$ cat src/verilog/decoder_pkg.sv
package decoder_pkg;

    // code geometry
    localparam int code_distance_x = 3;
    localparam int code_distance_z = 3;
    localparam int measurement_rounds =
        (code_distance_x > code_distance_z) ? code_distance_x : code_distance_z;
    localparam int per_dimension_width = $clog2(measurement_rounds);
    localparam int address_width = per_dimension_width * 3;
    localparam int pu_count = code_distance_x * code_distance_z * measurement_rounds;

    // partner half owns right_block units in every row
    localparam int right_block = ((code_distance_x - 1) ** 2) / 2;
    localparam int frame_count = code_distance_x * right_block;
    localparam int frame_index_width = $clog2(frame_count + 1);

    // minimum stage lengths, the extra 4 cycles pay for the boundary crossing
    localparam int grow_delay = 3 + 4;
    localparam int spread_delay = 2 + 4;
    localparam int sync_delay = 2 + 4;
    // grow has the longest wait, so it sizes the counter
    localparam int delay_width = $clog2(grow_delay + 1);

    localparam int deadlock_threshold = pu_count * 10;
    localparam int stall_width = $clog2(deadlock_threshold + 2);

    localparam int fifo_depth = 16;
    localparam int iteration_width = 8;

    typedef enum logic [2:0] {
        stage_idle    = 3'd0,
        stage_loading = 3'd1,
        stage_spread  = 3'd2,
        stage_grow    = 3'd3,
        stage_sync    = 3'd4,
        stage_result  = 3'd5
    } stage_t;

    typedef enum logic [2:0] {
        op_advance = 3'd1,
        op_finish  = 3'd2,
        op_abort   = 3'd3
    } cmd_op_t;

    typedef struct packed {
        cmd_op_t opcode;
    } command_msg_t;

    // is_data low marks the end of the partner's result stream
    typedef struct packed {
        logic                     is_data;
        logic                     touching;
        logic                     odd;
        logic [address_width-1:0] root;
    } frame_msg_t;

    typedef frame_msg_t [frame_count-1:0] frame_table_t;

endpackage

$ cat src/verilog/frame_collector.sv
`timescale 1ns/1ns

module frame_collector (
    input  logic                      clk,
    input  logic                      reset,
    input  decoder_pkg::stage_t       stage,
    input  decoder_pkg::frame_msg_t   fifo_data,
    input  logic                      fifo_empty,
    output logic                      fifo_pop,
    output logic                      frames_done,
    output decoder_pkg::frame_table_t frame_table,
    output logic                      result_valid
);

    import decoder_pkg::*;

    logic [frame_index_width-1:0] frame_index;
    logic collecting;
    logic store_frame;

    // drain one word per cycle, only while the result stage is active
    assign collecting = (stage == stage_result) && !fifo_empty;
    assign fifo_pop = collecting;
    assign store_frame = collecting && fifo_data.is_data;
    assign frames_done = collecting && !fifo_data.is_data;

    always_ff @(posedge clk) begin
        if (store_frame) begin
            frame_table[frame_index] <= fifo_data;
        end
    end

    always_ff @(posedge clk) begin
        if (reset) begin
            frame_index <= '0;
            result_valid <= 1'b0;
        end else begin
            if (stage == stage_loading) begin
                // new round, start over at slot 0
                frame_index <= '0;
                result_valid <= 1'b0;
            end else if (frames_done) begin
                result_valid <= 1'b1;
            end else if (store_frame) begin
                frame_index <= frame_index + 1'b1;
            end
        end
    end

    // partner sends at most frame_count data words before its end marker
    index_in_range: assert property (
        @(posedge clk) disable iff (reset)
        frame_index <= frame_index_width'(frame_count)
    );

endmodule

$ cat src/verilog/round_monitor.sv
`timescale 1ns/1ns

module round_monitor (
    input  logic                                  clk,
    input  logic                                  reset,
    input  decoder_pkg::stage_t                   stage,
    input  logic                                  new_round_start,
    input  logic                                  result_valid,
    output logic                                  stall_limit,
    output logic                                  deadlock,
    output logic [decoder_pkg::iteration_width-1:0] iteration_count,
    output logic [31:0]                           cycle_count
);

    import decoder_pkg::*;

    logic [stall_width-1:0] stall_count;
    logic in_stall_window;
    stage_t prev_stage;

    // spread and sync are where a lost message would hang the round
    assign in_stall_window = (stage == stage_spread) || (stage == stage_sync);
    assign stall_limit = stall_count > stall_width'(deadlock_threshold);

    always_ff @(posedge clk) begin
        if (reset) begin
            stall_count <= '0;
            deadlock <= 1'b0;
            prev_stage <= stage_idle;
            iteration_count <= '0;
            cycle_count <= '0;
        end else begin
            prev_stage <= stage;

            if (!in_stall_window) begin
                stall_count <= '0;
            end else if (!stall_limit) begin
                stall_count <= stall_count + 1'b1;
            end

            // sticky until the next round is started
            if (new_round_start) begin
                deadlock <= 1'b0;
            end else if (stall_limit) begin
                deadlock <= 1'b1;
            end

            // one iteration per exit from sync
            if (stage == stage_loading) begin
                iteration_count <= '0;
            end else if (prev_stage == stage_sync &&
                         (stage == stage_grow || stage == stage_result)) begin
                iteration_count <= iteration_count + 1'b1;
            end

            if (stage == stage_loading) begin
                cycle_count <= 32'd1;
            end else if (!result_valid) begin
                cycle_count <= cycle_count + 32'd1;
            end
        end
    end

endmodule

$ cat src/verilog/stage_controller_top.sv
`timescale 1ns/1ns

module stage_controller_top (
    input  logic                                  clk,
    input  logic                                  reset,
    input  logic                                  new_round_start,
    input  logic                                  has_message_flying,
    input  logic                                  has_message_flying_other,
    input  logic                                  has_odd_clusters,
    input  logic                                  has_odd_clusters_other,
    input  logic                                  cmd_ready,
    input  logic                                  frame_valid,
    input  decoder_pkg::frame_msg_t               frame_data,
    output logic                                  cmd_valid,
    output decoder_pkg::command_msg_t             cmd_data,
    output logic                                  frame_ready,
    output decoder_pkg::stage_t                   stage,
    output logic                                  result_valid,
    output decoder_pkg::frame_table_t             frame_table,
    output logic                                  deadlock,
    output logic [decoder_pkg::iteration_width-1:0] iteration_count,
    output logic [31:0]                           cycle_count
);

    import decoder_pkg::*;

    command_msg_t seq_cmd_data;
    logic cmd_push;
    logic cmd_empty;
    frame_msg_t head_frame;
    logic frame_full;
    logic frame_empty;
    logic frame_pop;
    logic frames_done;
    logic stall_limit;

    assign cmd_valid = !cmd_empty;
    assign frame_ready = !frame_full;

    // commands towards the partner half
    sync_fifo #(.payload_t(command_msg_t), .depth(fifo_depth)) cmd_fifo (
        .clk(clk), .reset(reset),
        .push(cmd_push), .push_data(seq_cmd_data),
        .pop(cmd_ready && !cmd_empty), .pop_data(cmd_data),
        .full(), .empty(cmd_empty)
    );

    // result frames from the partner half
    sync_fifo #(.payload_t(frame_msg_t), .depth(fifo_depth)) frame_fifo (
        .clk(clk), .reset(reset),
        .push(frame_valid && !frame_full), .push_data(frame_data),
        .pop(frame_pop), .pop_data(head_frame),
        .full(frame_full), .empty(frame_empty)
    );

    frame_collector collector (
        .clk(clk), .reset(reset), .stage(stage),
        .fifo_data(head_frame), .fifo_empty(frame_empty), .fifo_pop(frame_pop),
        .frames_done(frames_done), .frame_table(frame_table), .result_valid(result_valid)
    );

    stage_sequencer sequencer (
        .clk(clk), .reset(reset), .new_round_start(new_round_start),
        .has_message_flying(has_message_flying),
        .has_message_flying_other(has_message_flying_other),
        .has_odd_clusters(has_odd_clusters), .has_odd_clusters_other(has_odd_clusters_other),
        .frames_done(frames_done), .stall_limit(stall_limit),
        .stage(stage), .cmd_push(cmd_push), .cmd_data(seq_cmd_data)
    );

    round_monitor monitor (
        .clk(clk), .reset(reset), .stage(stage),
        .new_round_start(new_round_start), .result_valid(result_valid),
        .stall_limit(stall_limit), .deadlock(deadlock),
        .iteration_count(iteration_count), .cycle_count(cycle_count)
    );

endmodule

$ cat src/verilog/stage_sequencer.sv
`timescale 1ns/1ns

module stage_sequencer (
    input  logic                      clk,
    input  logic                      reset,
    input  logic                      new_round_start,
    input  logic                      has_message_flying,
    input  logic                      has_message_flying_other,
    input  logic                      has_odd_clusters,
    input  logic                      has_odd_clusters_other,
    input  logic                      frames_done,
    input  logic                      stall_limit,
    output decoder_pkg::stage_t       stage,
    output logic                      cmd_push,
    output decoder_pkg::command_msg_t cmd_data
);

    import decoder_pkg::*;

    stage_t next_stage;
    logic [delay_width-1:0] delay_count;
    logic flying_any;
    logic odd_any;

    // both halves must be quiet before a stage may end
    assign flying_any = has_message_flying || has_message_flying_other;
    assign odd_any = has_odd_clusters || has_odd_clusters_other;

    always_comb begin
        next_stage = stage;
        cmd_push = 1'b0;
        cmd_data.opcode = op_advance;
        case (stage)
            stage_idle: begin
                if (new_round_start) begin
                    next_stage = stage_loading;
                    cmd_push = 1'b1;
                end
            end
            stage_loading: begin
                // single cycle, measurements come straight from the buffer
                next_stage = stage_spread;
            end
            stage_spread: begin
                if (delay_count >= delay_width'(spread_delay)) begin
                    if (!flying_any) begin
                        next_stage = stage_sync;
                        cmd_push = 1'b1;
                    end else if (stall_limit) begin
                        next_stage = stage_idle;
                        cmd_push = 1'b1;
                        cmd_data.opcode = op_abort;
                    end
                end
            end
            stage_grow: begin
                if (delay_count >= delay_width'(grow_delay) && !flying_any) begin
                    next_stage = stage_spread;
                    cmd_push = 1'b1;
                end
            end
            stage_sync: begin
                if (delay_count >= delay_width'(sync_delay)) begin
                    if (!flying_any) begin
                        cmd_push = 1'b1;
                        if (odd_any) begin
                            next_stage = stage_grow;
                        end else begin
                            next_stage = stage_result;
                            cmd_data.opcode = op_finish;
                        end
                    end else if (stall_limit) begin
                        next_stage = stage_idle;
                        cmd_push = 1'b1;
                        cmd_data.opcode = op_abort;
                    end
                end
            end
            stage_result: begin
                // partner's end marker closes the round
                if (frames_done) begin
                    next_stage = stage_idle;
                end
            end
            default: begin
                next_stage = stage_idle;
            end
        endcase
    end

    always_ff @(posedge clk) begin
        if (reset) begin
            stage <= stage_idle;
            delay_count <= '0;
        end else begin
            stage <= next_stage;
            if (next_stage != stage) begin
                delay_count <= '0;
            end else if (delay_count < delay_width'(grow_delay)) begin
                // holds at the longest delay while messages are in flight
                delay_count <= delay_count + 1'b1;
            end
        end
    end

endmodule

$ cat src/verilog/sync_fifo.sv
`timescale 1ns/1ns

module sync_fifo #(
    parameter type payload_t = logic [7:0],
    parameter int depth = 16
) (
    input  logic     clk,
    input  logic     reset,
    input  logic     push,
    input  payload_t push_data,
    input  logic     pop,
    output payload_t pop_data,
    output logic     full,
    output logic     empty
);

    localparam int pointer_width = $clog2(depth);
    localparam int count_width = $clog2(depth + 1);

    payload_t mem [depth];
    logic [pointer_width-1:0] read_ptr;
    logic [pointer_width-1:0] write_ptr;
    logic [count_width-1:0] count;
    logic do_push;
    logic do_pop;

    assign full = (count == count_width'(depth));
    assign empty = (count == '0);
    assign do_push = push && !full;
    assign do_pop = pop && !empty;

    // head word is always on the output
    assign pop_data = mem[read_ptr];

    always_ff @(posedge clk) begin
        if (do_push) begin
            mem[write_ptr] <= push_data;
        end
    end

    always_ff @(posedge clk) begin
        if (reset) begin
            read_ptr <= '0;
            write_ptr <= '0;
            count <= '0;
        end else begin
            if (do_push) begin
                write_ptr <= (write_ptr == pointer_width'(depth - 1)) ? '0 : write_ptr + 1'b1;
            end
            if (do_pop) begin
                read_ptr <= (read_ptr == pointer_width'(depth - 1)) ? '0 : read_ptr + 1'b1;
            end
            case ({do_push, do_pop})
                2'b10: count <= count + 1'b1;
                2'b01: count <= count - 1'b1;
                default: count <= count;
            endcase
        end
    end

    // producer must respect full, consumer must respect empty
    no_push_when_full: assert property (@(posedge clk) disable iff (reset) !(push && full));
    no_pop_when_empty: assert property (@(posedge clk) disable iff (reset) !(pop && empty));

endmodule

$ cat config.mk
export PLATFORM = sky130hd
export DESIGN_NAME = stage_controller_top
export DESIGN_NICKNAME = d
export VERILOG_FILES = /design/src/verilog/decoder_pkg.sv /design/src/verilog/frame_collector.sv /design/src/verilog/round_monitor.sv /design/src/verilog/stage_controller_top.sv /design/src/verilog/stage_sequencer.sv /design/src/verilog/sync_fifo.sv
export SDC_FILE = /design/constraint.sdc
export NUM_CORES = 1
export LEC_CHECK = 0
export BUFFER_PORTS_ARGS = -buffer_cell sky130_fd_sc_hd__buf_2
export CAP_MARGIN = 20
export CORE_UTILIZATION = 59
export DETAILED_ROUTE_END_ITERATION = 7
export PLACE_DENSITY = 0.76
export SLEW_MARGIN = 20
export SYNTH_ARGS = -nofsm -noshare
export SYNTH_HDL_FRONTEND = slang
export SYNTH_SLANG_ARGS = --single-unit
export TNS_END_PERCENT = 10
$ cat constraint.sdc
create_clock -name clk -period 4.6 [get_ports clk]
set_clock_uncertainty 0.15 [all_clocks]
set_input_delay 0.46 -clock clk [delete_from_list [all_inputs] [get_ports clk]]
set_output_delay 0.46 -clock clk [all_outputs]
set_load 0.02 [all_outputs]
==> results.json <==
{
  "grt_first_pass_wirelength_um": 42200,
  "post_synth_inst_count": 897,
  "slew_violations": 0,
  "finalCritPeriodShare_pct": 80.0,
  "die_width_um": 152,
  "vdd_drop_max_mv": 0.335,
  "finish.net_count": 1069,
  "insertedDiodeCount": 0,
  "timing.critical_path.to_type": "flip-flop",
  "yosysMostFrequentCell": "edfxtp_1",
  "ys_flop_type": "edfxtp_1",
  "first_global_vias": 7712,
  "floorplan.die_area_um2": 23100,
  "ctsResizeCount": 0,
  "place.port_buffers": 120,
  "fillCellCount": 1461,
  "postCtsHoldBufs": 0,
  "fmax_ghz": 0.272,
  "setup.worst_path.start_class": "flip-flop",
  "global_route.usage.total_pct": 23.5,
  "die_y_um": 152,
  "initial_core_util_pct": 60.5,
  "rsz0062_at_grt": "false",
  "post_synth_num_cell_types": 65,
  "post_synth_instance_area_um2": 13200,
  "cp.buffers_inverters": 2,
  "remaining_drc_errors": 0,
  "io_pins": 122,
  "number_of_antenna_violations_at_the_first_check_in_global_routing": 2,
  "critical-path-max-stage-delay_ns": 0.69,
  "clock_latency_of_the_later_clocked_register_in_the_worst_skew_pair_ns": 0.53,
  "area.growth.synth_to_final_pct": 14.9,
  "hp-class": "primary input to flip-flop",
  "synth-async-reset-ratio_pct": 0,
  "post_synth_most_frequent_cells": "edfxtp_1, dfxtp_1, nor2_1, mux4_2, nand2_1",
  "timing.final.hold_violations": 0,
  "synth_top_cell_by_area": "edfxtp_1",
  "power.clock.fraction_pct": 39.7,
  "hpwlAfterDp_um": 16800,
  "critical_path_arrival_ns": 3.90,
  "timing.max_slew.rel_slack_pct": 20.8,
  "post_cts.repair.setup_buffers": 0,
  "final_weighted_congestion_of_routability_driven_global_placement": 0.823,
  "ctsHtreeMaxLevel": 2,
  "crit_slowest_cell": "dfxtp_1",
  "postRouteAntennaNets": 0,
  "path_cells": "nand2b_1, o32a_1, a31oi_2, buf_4, inv_1, ha_1, xor2_1, ha_1, a21boi_0, o211ai_1, a311oi_1, xor2_1, nor2_1",
  "finalWorstPathRequiredPeriod_ns": 3.68,
  "syn_avg_cell_area_um2": 14.8,
  "netlist.area_leader.share_pct": 52.1,
  "grt.overflow.total": 0,
  "leakagePower_uw": 0.00543,
  "crit_family": "compound AO/OA/AOI/OAI gates",
  "syn_nets": 941,
  "cts_tree": "done",
  "cap_violations": 0,
  "synth.ff_latch_count": 327,
  "clk_transition_reported_paths_ns": 0.06,
  "p_seq_share_pct": 50.8,
  "post_route_cells_drive_above_1_share_pct": 23.2,
  "internal_power_contribution_uw": 4990,
  "critical_path.max_fanout": 18,
  "p_per_area_nw_per_um2": 430,
  "clock_tree.root_cell": "clkbuf_16",
  "yosys_warnings": 0,
  "cts_sinks": 327,
  "postLayoutCoreUtil_pct": 69.5,
  "maximum_number_of_pins_on_one_net_before_global_route_repair": 42,
  "swShare_pct": 23.8,
  "number_of_vias_in_the_routed_layout": 7934,
  "power.switching_uw": 1560,
  "coreArea_um2": 21900,
  "critical_path_required_ns": 4.82,
  "status": "finished clean",
  "p_comb_share_pct": 9.5,
  "drt-pass1-iter-count": 5,
  "sequential_share_of_the_synthesized_area_pct": 66.8,
  "drt-initial-drc-count": 587,
  "postRouteWirelength_um": 26800,
  "wl_per_cell_um": 20.1,
  "cts_buffer_depth": 3,
  "worstMarginPinSlew_ns": 1.18,
  "synth_edf_count": 230,
  "setup_violations": 0,
  "cts_made_buffers": 35,
  "finalSetupTns_ns": 0,
  "path_class": "flip-flop to flip-flop",
  "floorplan.rows": 54,
  "vias_per_cell": 5.96,
  "synth_area_leaders": "edfxtp_1, dfxtp_1, mux4_2, nor2_1, xor2_1"
}
[sequential cells by signal, indices dropped and copies added, names as in the netlist, named ones only]
name,cells
monitor.deadlock,1
collector.frame_index,3
monitor.prev_stage,3
sequencer.stage,3
sequencer.delay_count,3
frame_fifo.read_ptr,4
frame_fifo.mem,144
monitor.iteration_count,8
cmd_fifo.count,5
frame_fifo.write_ptr,4
monitor.cycle_count,32
collector.result_valid,1
collector.frame_table,54
frame_fifo.count,5
cmd_fifo.mem,32
cmd_fifo.read_ptr,4
monitor.stall_count,9
cmd_fifo.write_ptr,4
[layer usage]
| layer | vias to the layer above | wire, um | track usage [%] |
|---|---|---|---|
| met5 | - | 31 | 0 |
| met1 | 3934 | 11200 | 31.3 |
| met2 | 250 | 13300 | 38.8 |
| li1 | 3683 | - | - |
| met4 | 4 | 813 | 9.52 |
| met3 | 63 | 1440 | 4.11 |
[through the flow]
step / cells / worst slack [ns] / hold WS, ns / power [uW] / cell area [um^2]
after floorplan: 897 / 1.08 / 0.313 / 3830 / 13200
after global placement: 1268 / 1.06 / 0.326 / 3990 / 14100
after detailed placement: 1268 / 0.944 / 0.329 / 4000 / 14100
after CTS: 1331 / 0.936 / 0.0128 / 6590 / 15200
after global routing: 1331 / 0.646 / 0.0213 / 6790 / 15200
final: 1331 / 0.918 / 0.0192 / 6550 / 15200
[cell type report]
type	count	area, um^2	area share (%)
Clock inverter	17	119	0.781
Sequential cell	327	8850	58.1
Timing Repair Buffer	132	691	4.54
Tap cell	280	350	2.30
Clock buffer	46	948	6.23
Multi-Input combinational cell	513	4210	27.6
Inverter	16	60.1	0.394
[worst paths after layout]
path | start | to | slack [ns] | depth (start not counted)
min reg2reg | monitor.deadlock | monitor.deadlock | 0.34 | 2
min | new_round_start | monitor.deadlock | 0.02 | 2
max | sequencer.stage[0] | cmd_fifo.count[4] | 0.92 | 13
max reg2reg | sequencer.stage[0] | cmd_fifo.count[4] | 0.92 | 13
[logic make-up after synthesis]
family	count (synthesis)	share of synthesized area [%]
adders and majority gates	26	2.51
and+or+nand+nor	287	10.9
xor gates and xnor gates	53	3.50
buffers and inverters	57	1.94
DFF	327	66.8
AOI/OAI and AO/OA	83	4.07
other	1	0.0283
muxes	63	10.2
[worst reg2reg max path, stage by stage (launching register included)]
cell      delay, ns
dfxtp_1        0.69
nand2b_1       0.27
o32a_1         0.36
a31oi_2        0.15
buf_4          0.22
inv_1          0.08
ha_1           0.31
xor2_1         0.20
ha_1           0.20
a21boi_0       0.27
o211ai_1       0.13
a311oi_1       0.31
xor2_1         0.17
nor2_1         0.05
[power by group through the flow]
stage | clock network (uW) | registers (uW) | logic, uW
floorplan | 0 | 3350 | 479
global placement | 0 | 3380 | 604
detailed placement | 0 | 3390 | 614
CTS | 2640 | 3330 | 619
global route | 2750 | 3340 | 692
finish | 2600 | 3330 | 621
[cell usage in the layout, fill, tap and decap left out, drive strengths merged, types with 4 or more instances in the layout]
cell,count
nor2,98
xor2,39
or3,9
nor3,18
nand4,17
nand3,25
xnor2,14
and3,20
edfxtp,230
dfxtp,97
clkbuf,46
nand2,45
mux2i,7
ha,25
nor4,10
and4,5
nor2b,13
buf,132
or4,5
clkinv,14
o211ai,4
o21ai,20
nand2b,7
mux4,55
a21oi,25
o31ai,5
a31oi,5
inv,17
No activity file was read; power rests on OpenSTA's default activity.
